## config.mk

```make
export PLATFORM = sky130hd
export DESIGN_NAME = datapath
export DESIGN_NICKNAME = d
export VERILOG_FILES = /design/src/hw/dp_pkg.sv /design/src/hw/regfile.sv /design/src/hw/barrel_shifter.sv /design/src/hw/alu.sv /design/src/hw/datapath.sv
export VERILOG_INCLUDE_DIRS = /design/src /design/src/hw
export SDC_FILE = /design/constraint.sdc
export NUM_CORES = 2
export LEC_CHECK = 0
export CORE_MARGIN = 4
export CORE_UTILIZATION = 40
export CTS_BUF_LIST = sky130_fd_sc_hd__clkbuf_8
export CTS_CLUSTER_SIZE = 25
export DETAILED_ROUTE_END_ITERATION = 10
export DONT_BUFFER_PORTS = 1
export PLACE_DENSITY_LB_ADDON = 0.2
export SYNTH_ARGS = -nofsm -noshare
export SYNTH_HDL_FRONTEND = slang
export SYNTH_HIERARCHICAL = 1
export SYNTH_SLANG_ARGS = --single-unit
```

## constraint.sdc

```tcl
create_clock -name clk -period 6.1 [get_ports clk]
set_clock_uncertainty 0.1 [all_clocks]
set_input_delay 0.305 -clock clk [delete_from_list [all_inputs] [get_ports clk]]
set_output_delay 0.305 -clock clk [all_outputs]
set_load 0.005 [all_outputs]
```

## src/hw/dp_config.svh

```systemverilog
`ifndef DP_CONFIG_SVH
`define DP_CONFIG_SVH

// datapath word width
`define DP_WIDTH 32

// register file geometry
`define DP_NREGS 16
`define DP_RADDR_W 4

// program counter width
`define DP_PC_W 11

// register written on branch and link
`define DP_LR_IDX 14

`endif

```

## src/hw/dp_pkg.sv

```systemverilog
`include "dp_config.svh"

package dp_pkg;

    typedef enum logic [2:0] {
        ALU_ADD,
        ALU_SUB,
        ALU_RSB,  // b minus a
        ALU_AND,
        ALU_ORR,
        ALU_EOR,
        ALU_MOV,  // passes b
        ALU_MVN   // inverted b
    } alu_op_e;

    typedef enum logic [1:0] {
        SH_LSL,
        SH_LSR,
        SH_ASR,
        SH_ROR
    } shift_op_e;

    // forwarding source for the operand latches
    typedef enum logic [1:0] {
        FWD_RF,   // register file read
        FWD_ALU,  // alu result
        FWD_LDR,  // load data
        FWD_ALT   // pc, b operand or zero depending on the mux
    } fwd_sel_e;

    typedef struct packed {
        logic n;
        logic z;
        logic c;
        logic v;
    } flags_t;

    typedef struct packed {
        logic [`DP_RADDR_W-1:0] a_addr;
        logic [`DP_RADDR_W-1:0] b_addr;
        logic [`DP_RADDR_W-1:0] shift_addr;
        logic [`DP_RADDR_W-1:0] str_addr;
        logic [`DP_RADDR_W-1:0] w_addr1;
        logic                   w_en1;
        logic [1:0]             sel_w_addr1;  // 0 w_addr1, 1 lr, 2 a_addr
        logic [`DP_RADDR_W-1:0] w_addr_ldr;
        logic                   w_en_ldr;
        logic                   sel_load_lr;  // write lr_data instead of alu result
        logic [1:0]             sel_pc;       // 0 start, 1 increment, 2 alu target
        logic                   load_pc;
        fwd_sel_e               sel_a_in;
        fwd_sel_e               sel_b_in;
        fwd_sel_e               sel_shift_in;
        logic                   en_a;
        logic                   en_b;
        logic                   en_s;
        logic                   sel_shift;    // 1 register amount, 0 immediate
        shift_op_e              shift_op;
        logic                   sel_a_zero;
        logic                   sel_b_imm;
        logic                   sel_branch_imm;
        logic                   sel_pre_indexed;
        alu_op_e                alu_op;
        logic                   en_status;
    } dp_ctrl_t;

    typedef struct packed {
        logic [`DP_WIDTH-1:0] imm12;
        logic [`DP_WIDTH-1:0] imm_branch;
        logic [`DP_WIDTH-1:0] shift_imme;
        logic [`DP_PC_W-1:0]  start_pc;
        logic [`DP_WIDTH-1:0] ldr_data;
    } dp_imm_t;

endpackage

```

## src/hw/regfile.sv

```systemverilog
`include "dp_config.svh"

module regfile (
    input  logic                   clk,
    input  logic                   rst,
    input  logic [`DP_RADDR_W-1:0] a_addr,
    input  logic [`DP_RADDR_W-1:0] b_addr,
    input  logic [`DP_RADDR_W-1:0] shift_addr,
    input  logic [`DP_RADDR_W-1:0] str_addr,
    input  logic [`DP_RADDR_W-1:0] w_addr1,
    input  logic [`DP_WIDTH-1:0]   w_data1,
    input  logic                   w_en1,
    input  logic [`DP_RADDR_W-1:0] w_addr_ldr,
    input  logic [`DP_WIDTH-1:0]   w_data_ldr,
    input  logic                   w_en_ldr,
    input  logic [1:0]             sel_pc,
    input  logic                   load_pc,
    input  logic [`DP_PC_W-1:0]    start_pc,
    input  logic [`DP_PC_W-1:0]    dp_pc,
    output logic [`DP_WIDTH-1:0]   a_data,
    output logic [`DP_WIDTH-1:0]   b_data,
    output logic [`DP_WIDTH-1:0]   shift_data,
    output logic [`DP_WIDTH-1:0]   str_data,
    output logic [`DP_PC_W-1:0]    pc
);

    logic [`DP_WIDTH-1:0] regs [`DP_NREGS];
    logic [`DP_PC_W-1:0]  pc_q;
    logic [`DP_PC_W-1:0]  pc_next;

    // two write ports into the array
    always_ff @(posedge clk) begin
        if (w_en1) begin
            regs[w_addr1] <= w_data1;
        end
        // load port last so it wins a same-register collision
        if (w_en_ldr) begin
            regs[w_addr_ldr] <= w_data_ldr;
        end
    end

    // asynchronous reads
    assign a_data     = regs[a_addr];
    assign b_data     = regs[b_addr];
    assign shift_data = regs[shift_addr];
    assign str_data   = regs[str_addr];

    // next pc source
    always_comb begin
        case (sel_pc)
            2'd0:    pc_next = start_pc;
            2'd1:    pc_next = pc_q + 1'b1;
            2'd2:    pc_next = dp_pc;         // branch target from alu
            default: pc_next = pc_q;
        endcase
    end

    always_ff @(posedge clk) begin
        if (rst) begin
            pc_q <= '0;
        end else if (load_pc) begin
            pc_q <= pc_next;
        end
    end

    assign pc = pc_q;

endmodule

```

## src/hw/barrel_shifter.sv

```systemverilog
`include "dp_config.svh"

module barrel_shifter import dp_pkg::*; (
    input  logic [`DP_WIDTH-1:0] shift_in,
    input  shift_op_e            shift_op,
    input  logic [`DP_WIDTH-1:0] shift_amt,
    output logic [`DP_WIDTH-1:0] shift_out
);

    logic [4:0]             amt;      // only the low five bits count
    logic [2*`DP_WIDTH-1:0] doubled;
    logic [2*`DP_WIDTH-1:0] rotated;

    assign amt     = shift_amt[4:0];
    assign doubled = {shift_in, shift_in};
    assign rotated = doubled >> amt;  // low half is the rotate result

    always_comb begin
        if (amt == 5'd0) begin
            shift_out = shift_in;
        end else begin
            case (shift_op)
                SH_LSL:  shift_out = shift_in << amt;
                SH_LSR:  shift_out = shift_in >> amt;
                SH_ASR:  shift_out = $signed(shift_in) >>> amt;  // sign fill
                SH_ROR:  shift_out = rotated[`DP_WIDTH-1:0];
                default: shift_out = shift_in;
            endcase
        end
    end

endmodule

```

## src/hw/alu.sv

```systemverilog
`include "dp_config.svh"

module alu import dp_pkg::*; (
    input  logic [`DP_WIDTH-1:0] val_a,
    input  logic [`DP_WIDTH-1:0] val_b,
    input  alu_op_e              alu_op,
    output logic [`DP_WIDTH-1:0] alu_out,
    output flags_t               flags
);

    localparam int MSB = `DP_WIDTH - 1;

    logic [`DP_WIDTH:0]   wide;   // result with carry out on top
    logic [`DP_WIDTH-1:0] res;
    logic                 carry;
    logic                 ovf;

    always_comb begin
        wide  = '0;
        res   = '0;
        carry = 1'b0;
        ovf   = 1'b0;
        case (alu_op)
            ALU_ADD: begin
                wide  = {1'b0, val_a} + {1'b0, val_b};
                res   = wide[MSB:0];
                carry = wide[`DP_WIDTH];
                ovf   = (val_a[MSB] == val_b[MSB]) && (res[MSB] != val_a[MSB]);
            end
            ALU_SUB: begin
                // a + ~b + 1 so carry means no borrow
                wide  = {1'b0, val_a} + {1'b0, ~val_b} + 1'b1;
                res   = wide[MSB:0];
                carry = wide[`DP_WIDTH];
                ovf   = (val_a[MSB] != val_b[MSB]) && (res[MSB] != val_a[MSB]);
            end
            ALU_RSB: begin
                wide  = {1'b0, val_b} + {1'b0, ~val_a} + 1'b1;
                res   = wide[MSB:0];
                carry = wide[`DP_WIDTH];
                ovf   = (val_b[MSB] != val_a[MSB]) && (res[MSB] != val_b[MSB]);
            end
            ALU_AND: res = val_a & val_b;
            ALU_ORR: res = val_a | val_b;
            ALU_EOR: res = val_a ^ val_b;
            ALU_MOV: res = val_b;
            ALU_MVN: res = ~val_b;
            default: res = '0;
        endcase
    end

    assign alu_out = res;

    // n and z always track the result
    assign flags.n = res[MSB];
    assign flags.z = (res == '0);
    assign flags.c = carry;
    assign flags.v = ovf;

endmodule

```

## src/hw/datapath.sv

```systemverilog
`include "dp_config.svh"

module datapath import dp_pkg::*; (
    input  logic                 clk,
    input  logic                 rst,
    input  dp_ctrl_t             ctrl,
    input  dp_imm_t              imm,
    input  logic [`DP_WIDTH-1:0] lr_data,
    output logic [`DP_WIDTH-1:0] datapath_out,
    output flags_t               status_out,
    output logic [`DP_WIDTH-1:0] str_data,
    output logic [`DP_PC_W-1:0]  pc
);

    logic [`DP_RADDR_W-1:0] w_addr_res;
    logic [`DP_WIDTH-1:0]   w_data1;
    logic [`DP_WIDTH-1:0]   a_data, b_data, shift_data;
    logic [`DP_WIDTH-1:0]   alu_out;
    logic [`DP_WIDTH-1:0]   shift_out;
    logic [`DP_WIDTH-1:0]   val_a, val_b, imm_data;
    logic [`DP_WIDTH-1:0]   a_in, b_in, shift_in, shift_amt;
    logic [`DP_WIDTH-1:0]   pc_ext;
    flags_t                 flags;

    // operand latches, not reset
    logic [`DP_WIDTH-1:0]   a_q, b_q, s_q;
    flags_t                 status_q;

    // resolve write port 1 address
    always_comb begin
        case (ctrl.sel_w_addr1)
            2'd0:    w_addr_res = ctrl.w_addr1;
            2'd1:    w_addr_res = `DP_RADDR_W'(`DP_LR_IDX);  // link register
            2'd2:    w_addr_res = ctrl.a_addr;               // base writeback
            default: w_addr_res = ctrl.w_addr1;
        endcase
    end

    assign w_data1 = ctrl.sel_load_lr ? lr_data : alu_out;

    regfile u_regfile (
        .clk        (clk),
        .rst        (rst),
        .a_addr     (ctrl.a_addr),
        .b_addr     (ctrl.b_addr),
        .shift_addr (ctrl.shift_addr),
        .str_addr   (ctrl.str_addr),
        .w_addr1    (w_addr_res),
        .w_data1    (w_data1),
        .w_en1      (ctrl.w_en1),
        .w_addr_ldr (ctrl.w_addr_ldr),
        .w_data_ldr (imm.ldr_data),
        .w_en_ldr   (ctrl.w_en_ldr),
        .sel_pc     (ctrl.sel_pc),
        .load_pc    (ctrl.load_pc),
        .start_pc   (imm.start_pc),
        .dp_pc      (alu_out[`DP_PC_W-1:0]),
        .a_data     (a_data),
        .b_data     (b_data),
        .shift_data (shift_data),
        .str_data   (str_data),
        .pc         (pc)
    );

    assign pc_ext = {{(`DP_WIDTH-`DP_PC_W){1'b0}}, pc};

    // forwarding muxes in front of the latches
    always_comb begin
        case (ctrl.sel_a_in)
            FWD_RF:  a_in = a_data;
            FWD_ALU: a_in = alu_out;
            FWD_LDR: a_in = imm.ldr_data;
            FWD_ALT: a_in = pc_ext;
            default: a_in = a_data;
        endcase
        case (ctrl.sel_b_in)
            FWD_RF:  b_in = b_data;
            FWD_ALU: b_in = alu_out;
            FWD_LDR: b_in = imm.ldr_data;
            FWD_ALT: b_in = val_b;   // recirculate current b operand
            default: b_in = b_data;
        endcase
        case (ctrl.sel_shift_in)
            FWD_RF:  shift_in = shift_data;
            FWD_ALU: shift_in = alu_out;
            FWD_LDR: shift_in = imm.ldr_data;
            FWD_ALT: shift_in = '0;
            default: shift_in = shift_data;
        endcase
    end

    assign shift_amt = ctrl.sel_shift ? shift_in : imm.shift_imme;

    always_ff @(posedge clk) begin
        if (ctrl.en_a) begin
            a_q <= a_in;
        end
        if (ctrl.en_b) begin
            b_q <= b_in;
        end
        if (ctrl.en_s) begin
            s_q <= shift_amt;
        end
    end

    barrel_shifter u_shifter (
        .shift_in  (b_q),
        .shift_op  (ctrl.shift_op),
        .shift_amt (s_q),
        .shift_out (shift_out)
    );

    assign imm_data = ctrl.sel_branch_imm ? imm.imm_branch : imm.imm12;
    assign val_a    = ctrl.sel_a_zero ? '0 : a_q;
    assign val_b    = ctrl.sel_b_imm ? imm_data : shift_out;

    alu u_alu (
        .val_a   (val_a),
        .val_b   (val_b),
        .alu_op  (ctrl.alu_op),
        .alu_out (alu_out),
        .flags   (flags)
    );

    // nzcv status register
    always_ff @(posedge clk) begin
        if (rst) begin
            status_q <= '0;
        end else if (ctrl.en_status) begin
            status_q <= flags;
        end
    end

    assign status_out   = status_q;
    assign datapath_out = ctrl.sel_pre_indexed ? val_a : alu_out;  // address before update

endmodule

```

# Word level (Yosys, flattened, before mapping)
# Memory sizes are Yosys's and may differ from the RTL's.
# Index checks and enable logic that the tools add are counted.
[totals]
reg_bits = 84
ram_bits = 512
in_bits = 225
output_inout_bits = 79
elab_cells = 86
mem_count = 1
[classes]
addsub = 6
n_eq_ne = 29
shifts = 4
n_mux = 20
n_bitwise = 5
n_reduce_logical = 13
[memory_table]
columns = ["name", "words", "word_bits", "read_ports", "rd_ports_with_merged_regs", "write_ports", "line", "rtl"]
rows = [
  ["u_regfile.regs", 16, 32, 4, 0, 2, "regfile.sv:27", "logic [`DP_WIDTH-1:0] regs [`DP_NREGS];"],
]
[ops]
columns = ["op", "n"]
rows = [
  ["32-bit case mux with 4 select lines", 3],
  ["32-bit case mux with 8 select lines", 1],
  ["32-bit two-way mux", 6],
  ["32-bit by 32-bit adder with 33-bit output", 3],
  ["33-bit by 1-bit adder with 33-bit output (second input constant)", 2],
  ["32-bit inverter", 2],
  ["64-bit by 5-bit >> shifter with 32-bit output", 1],
  ["11-bit case mux with 3 select lines", 1],
  ["32-bit bitwise AND", 1],
  ["32-bit zero test", 1],
  ["32-bit OR", 1],
  ["32-bit by 5-bit left shift with 32-bit output", 1],
  ["32-bit by 5-bit >> shifter with 32-bit output", 1],
  ["32-bit by 5-bit >>> shifter with 32-bit output", 1],
  ["32-bit XOR", 1],
  ["2-bit == test (second input constant)", 10],
  ["5-bit case mux with 4 select lines", 1],
  ["2-bit by 1-bit == test with 1-bit output (second input constant)", 6],
  ["3-bit == test (second input constant)", 4],
  ["11-bit by 1-bit adder with 11-bit output (second input constant)", 1],
  ["2-bit zero test", 5],
  ["4-bit case mux with 2 select lines", 1],
  ["3-bit by 2-bit == test with 1-bit output (second input constant)", 2],
  ["1-bit case mux with 3 select lines", 2],
  ["other kinds (10)", 19],
]

# Longest topological paths before layout
[logic_depth]
depth_word = 10
mapped_depth = 30
depth_no_buf = 24

# Modules after synthesis
# Netlist, hierarchy kept.
[by_module_without_submodules]
columns = ["mod", "n_inst", "cells_per_inst", "area_each_um2", "seq_area_each_um2"]
rows = [
  ["regfile", 1, 2392, 37583.5, 15595.0],
  ["alu", 1, 1199, 8045.2, 0.0],
  ["datapath", 1, 732, 7860.0, 2962.8],
  ["barrel_shifter", 1, 677, 4855.9, 0.0],
]

# Least setup slack after synthesis
# No wires, ideal clock.
[synth_timing]
kind = "register to register"
startpoint = "register s_q[0]"
endpoint = "register status_q (netlist bit status_out[2])"
setup_time_ns = 0.064
arrival_ns = 6.214
required_time_ns = 5.936
slack_ns = -0.278
path_stages_with_launch = 29
period_less_slack_ns = 6.378
cell_sequence = "edfxtp_1 > buf_6 > buf_12 > buf_8 > buf_6 > buf_2 > nand4_1 > nand3_1 > nand3_1 > a31oi_1 > a22oi_1 > a221oi_1 > nor2_1 > a21oi_1 > inv_1 > ha_1 > nor3_2 > o311ai_4 > a311oi_2 > o31ai_4 > o21ai_2 > a311o_1 > and4_4 > or3_1 > or4b_1 > or4_1 > nor4_2 > mux2i_1 > nor2_1"
[synth_rtl]
columns = ["element", "line", "rtl"]
rows = [
  ["start: declaration", "datapath.sv:26", "logic [`DP_WIDTH-1:0] a_q, b_q, s_q;"],
  ["start signal: assignment", "datapath.sv:102", "s_q <= shift_amt;"],
  ["end signal: assignment", "datapath.sv:130", "status_q <= flags;"],
  ["end: declaration", "datapath.sv:27", "flags_t status_q;"],
]

# Final worst setup path
[layout_timing]
startpoint = "register s_q[0]"
endpoint = "output port datapath_out[27]"
[layout_between]
elab_chain_len = 9
[layout_rtl]
columns = ["element", "line", "rtl"]
rows = [
  ["64-bit by 5-bit >> shifter with 32-bit output (tied with other cells)", "barrel_shifter.sv:16", "assign rotated = doubled >> amt;"],
  ["32-bit case mux with 4 select lines", "barrel_shifter.sv:22", "case (shift_op)"],
  ["32-bit two-way mux *", "barrel_shifter.sv:19", "if (amt == 5'd0) begin"],
  ["via shift_out[10]", "datapath.sv:19", "logic [`DP_WIDTH-1:0] shift_out;"],
  ["32-bit two-way mux *", "datapath.sv:115", "assign val_b = ctrl.sel_b_imm ? imm_data : shift_out;"],
  ["via val_b[10]", "datapath.sv:20", "logic [`DP_WIDTH-1:0] val_a, val_b, imm_data;"],
  ["32-bit inverter", "alu.sv:32", "wide = {1'b0, val_a} + {1'b0, ~val_b} + 1'b1;"],
  ["32-bit by 32-bit adder with 33-bit output", "alu.sv:32", ""],
  ["33-bit by 1-bit adder with 33-bit output", "alu.sv:32", ""],
  ["32-bit case mux with 8 select lines *", "alu.sv:23", "case (alu_op)"],
  ["via alu_out[27]", "datapath.sv:18", "logic [`DP_WIDTH-1:0] alu_out;"],
  ["32-bit two-way mux *", "datapath.sv:135", "assign datapath_out = ctrl.sel_pre_indexed ? val_a : alu_out;"],
  ["end: declaration", "datapath.sv:9", "output logic [`DP_WIDTH-1:0] datapath_out,"],
]
# The timed path passes the listed nets; every way through them passes the cells marked *.

==> impl_summary.txt <==
----------------------------------------------------
[Clocking]
  Buffer depth of the longest clock path ... 3
  Number of clock sinks ... 596
  Clock root cell ... sky130_fd_sc_hd__clkbuf_8
  Total number of H-tree levels ... 3
  Clock slew at the register clock pins of the worst setup and hold paths ... 0.06 ns
  Clock Latency Late Sink ... 0.81 ns
  Total clock buffers created by CTS ... 107
  CTS tree ... done

[Setup path]
  Max FO, Critical Path ... 9
  Critical-path top delay cell ... sky130_fd_sc_hd__mux4_2
  Number of cells on the critical path ... 29
  Worst setup EP type ... output pin
  Worst Path Class, Setup ... reg -> out
  Buffers & Inverters on Critical Path ... 12
  Worst reg-to-reg path cell count ... 27
  Data required time at the worst endpoint ... 5.69 ns
  Cell family with the largest share of critical-path delay ... buffers and inverters
  Crit path arrival time ... 6.51 ns
  Cell with the most instances on the worst path ... sky130_fd_sc_hd__buf_4
  Longest individual stage delay on the worst path ... 0.41 ns
  CP Launch Type ... flop

[Drt]
  Drt pass-1 iters ... 6
  Total length of routed wires ... 264 mm
  Number of design-rule violations left by the first detailed-router iteration ... 6189
  DRC violations left ... 0
  Vias post-DR ... 49101
  Routed len/inst ... 36.1 um
  Final antenna-violating net count ... 0
  Vias per Instance ... 6.72

[Timing]
  Max-slew headroom at the worst pin ... 10.5%
  Pin slew with the least headroom to its limit ... 1.34 ns
  Final worst hold slack ... 0.0718 ns
  Summed negative setup slack over all endpoints ... -72.83 ns
  Final count of negative-setup-slack endpoints ... 327
  Hold Violations, Final ... 0
  RSZ-0062 raised after global routing ... yes
  Final Critical Period ... 6.92 ns
  Post-layout worst setup margin ... -0.817 ns
  Top achievable clock speed ... 145 MHz
  Max-slew violation total from the final report ... 0
  Post-route clock period utilization ... 113%

[Pwr]
  Worst IR Drop VDD ... 207 uV
  Reported leakage power ... 25.1 nW
  Power density of the placed cells ... 243 mW/mm2

[Finish]
  Area used by multi-input combinational logic ... 0.0360 mm2
  Area of all placed cells without fillers ... 0.0684 mm2
  Fraction of layout instances using a drive strength above 1 ... 49.4%
  Fillcell total ... 11996
  Net count, final ... 5802
  Register area ... 0.0177 mm2
  Fin cells ... 7305
  Synthesis-to-layout area growth ... 27.3%

[Placed design]
  Area of placed instances ... 0.0611 mm2
  Port-buffer cells ... 0
  Placer's final routability congestion estimate ... 1.04
  DPL Wire Length ... 177 mm
  Count of placed standard cells including taps ... 6836
  Pre-CTS setup slack ... -1.22 ns

[Global routing]
  Wire length of the first global-routing pass ... 363 mm
  Global routing usage summed across all routing layers ... 36.0%
  Pin count of the biggest net entering global routing ... 130
  Total overflow reported by the global router ... 0
  Number of global-route vias before repair ... 47330
  Antenna violations before repair ... 28

[Floorplan]
  I/O pin cnt ... 304
  Number of placement rows ... 134
  Height of the chip ... 374 um
  Chip width ... 374 um
  Starting Density ... 40.2%
  DIE AREA ... 0.140 mm2
  Standard cell core area ... 0.133 mm2

[Status]
  Violated checks ... setup timing
  Status ... finished with violations

[Synthesis]
  Average size of a mapped cell ... 11.6 um2
  Number of nets produced by synthesis ... 5005
  Syn. warnings ... 6
  Area of the mapped netlist ... 0.0537 mm2
  Post-Syn Instances ... 4643

[Job]
  Number of max-capacitance violations reported ... 0

[Min path]
  Path category of the worst min-delay check ... in -> reg
  Number of stages on the worst hold path ... 2

----------------------------------------------------
## report_power, final
group | switching (mW) | total (mW) | internal (mW)
sequential | 0.165 | 5.07 | 4.91
combinational | 4.13 | 7.83 | 3.70
clock | 1.86 | 3.71 | 1.85
## cells in the final DEF, fill, tap and decap left out, types with 105 or more instances in the layout
cell type / count
sky130_fd_sc_hd__nand2_1: 311
sky130_fd_sc_hd__nor2_1: 208
sky130_fd_sc_hd__mux2i_1: 122
sky130_fd_sc_hd__mux2_2: 577
sky130_fd_sc_hd__buf_4: 943
sky130_fd_sc_hd__a22oi_1: 234
sky130_fd_sc_hd__mux4_2: 444
sky130_fd_sc_hd__clkbuf_8: 110
sky130_fd_sc_hd__edfxtp_1: 581
sky130_fd_sc_hd__a21oi_1: 124
sky130_fd_sc_hd__dlygate4sd3_1: 125
sky130_fd_sc_hd__o21ai_0: 105
sky130_fd_sc_hd__inv_1: 122
## state kept, by name, indices dropped and copies added (netlist names)
signal and cells:
status_out 4, u_regfile/pc 11, u_regfile/regs 512, s_q 5, a_q 32, b_q 32
## worst paths after layout
path                                            startpoint                         end  slack (ns)
worst max-delay path                      s_q[0]$_DFFE_PP_            datapath_out[27]       -0.82
worst max register to register            s_q[0]$_DFFE_PP_  status_out[2]$_SDFFE_PP0P_       -0.61
worst min-delay path                               imm[26]           b_q[26]$_DFFE_PP_        0.07
worst min register to register  status_out[3]$_SDFFE_PP0P_  status_out[3]$_SDFFE_PP0P_        0.45
## timing repair
action,in CTS,in global routing
endpoints found under the setup margin,436,452
gates resized for setup,385,230
buffers inserted,71,70
hold endpoints to repair,665,0
hold buffers,134,0
gates cloned,4,1
pin swaps,94,127
## metrics by stage
step                util (%)  power, mW
floorplan                  -       8.73
global placement        45.8       11.6
detailed placement      45.8       11.6
CTS                     50.1       16.1
global route            51.2       17.1
finish                  51.2       16.6
## area by class of cell
cell class              instances  area share, %
diodes                         17         0.0622
clock buffers                 110           2.21
flip-flops and latches        596           26.0
repair buffers               1170           14.4
multi-input cells            3436           52.7
clock inverters                79          0.719
inverters                     129          0.716
well taps                    1768           3.24
## per-layer routing
| layer | vias to the layer above | share of wire, % | track usage, % |
|---|---|---|---|
| li1 | 20145 | - | - |
| met1 | 25020 | 39 | 47.8 |
| met2 | 3253 | 45 | 56.1 |
| met3 | 665 | 11 | 8.37 |
| met4 | 18 | 5.4 | 16.7 |
| met5 | - | 0.043 | 0 |
Note: power is estimated with default switching activity, not from simulation.
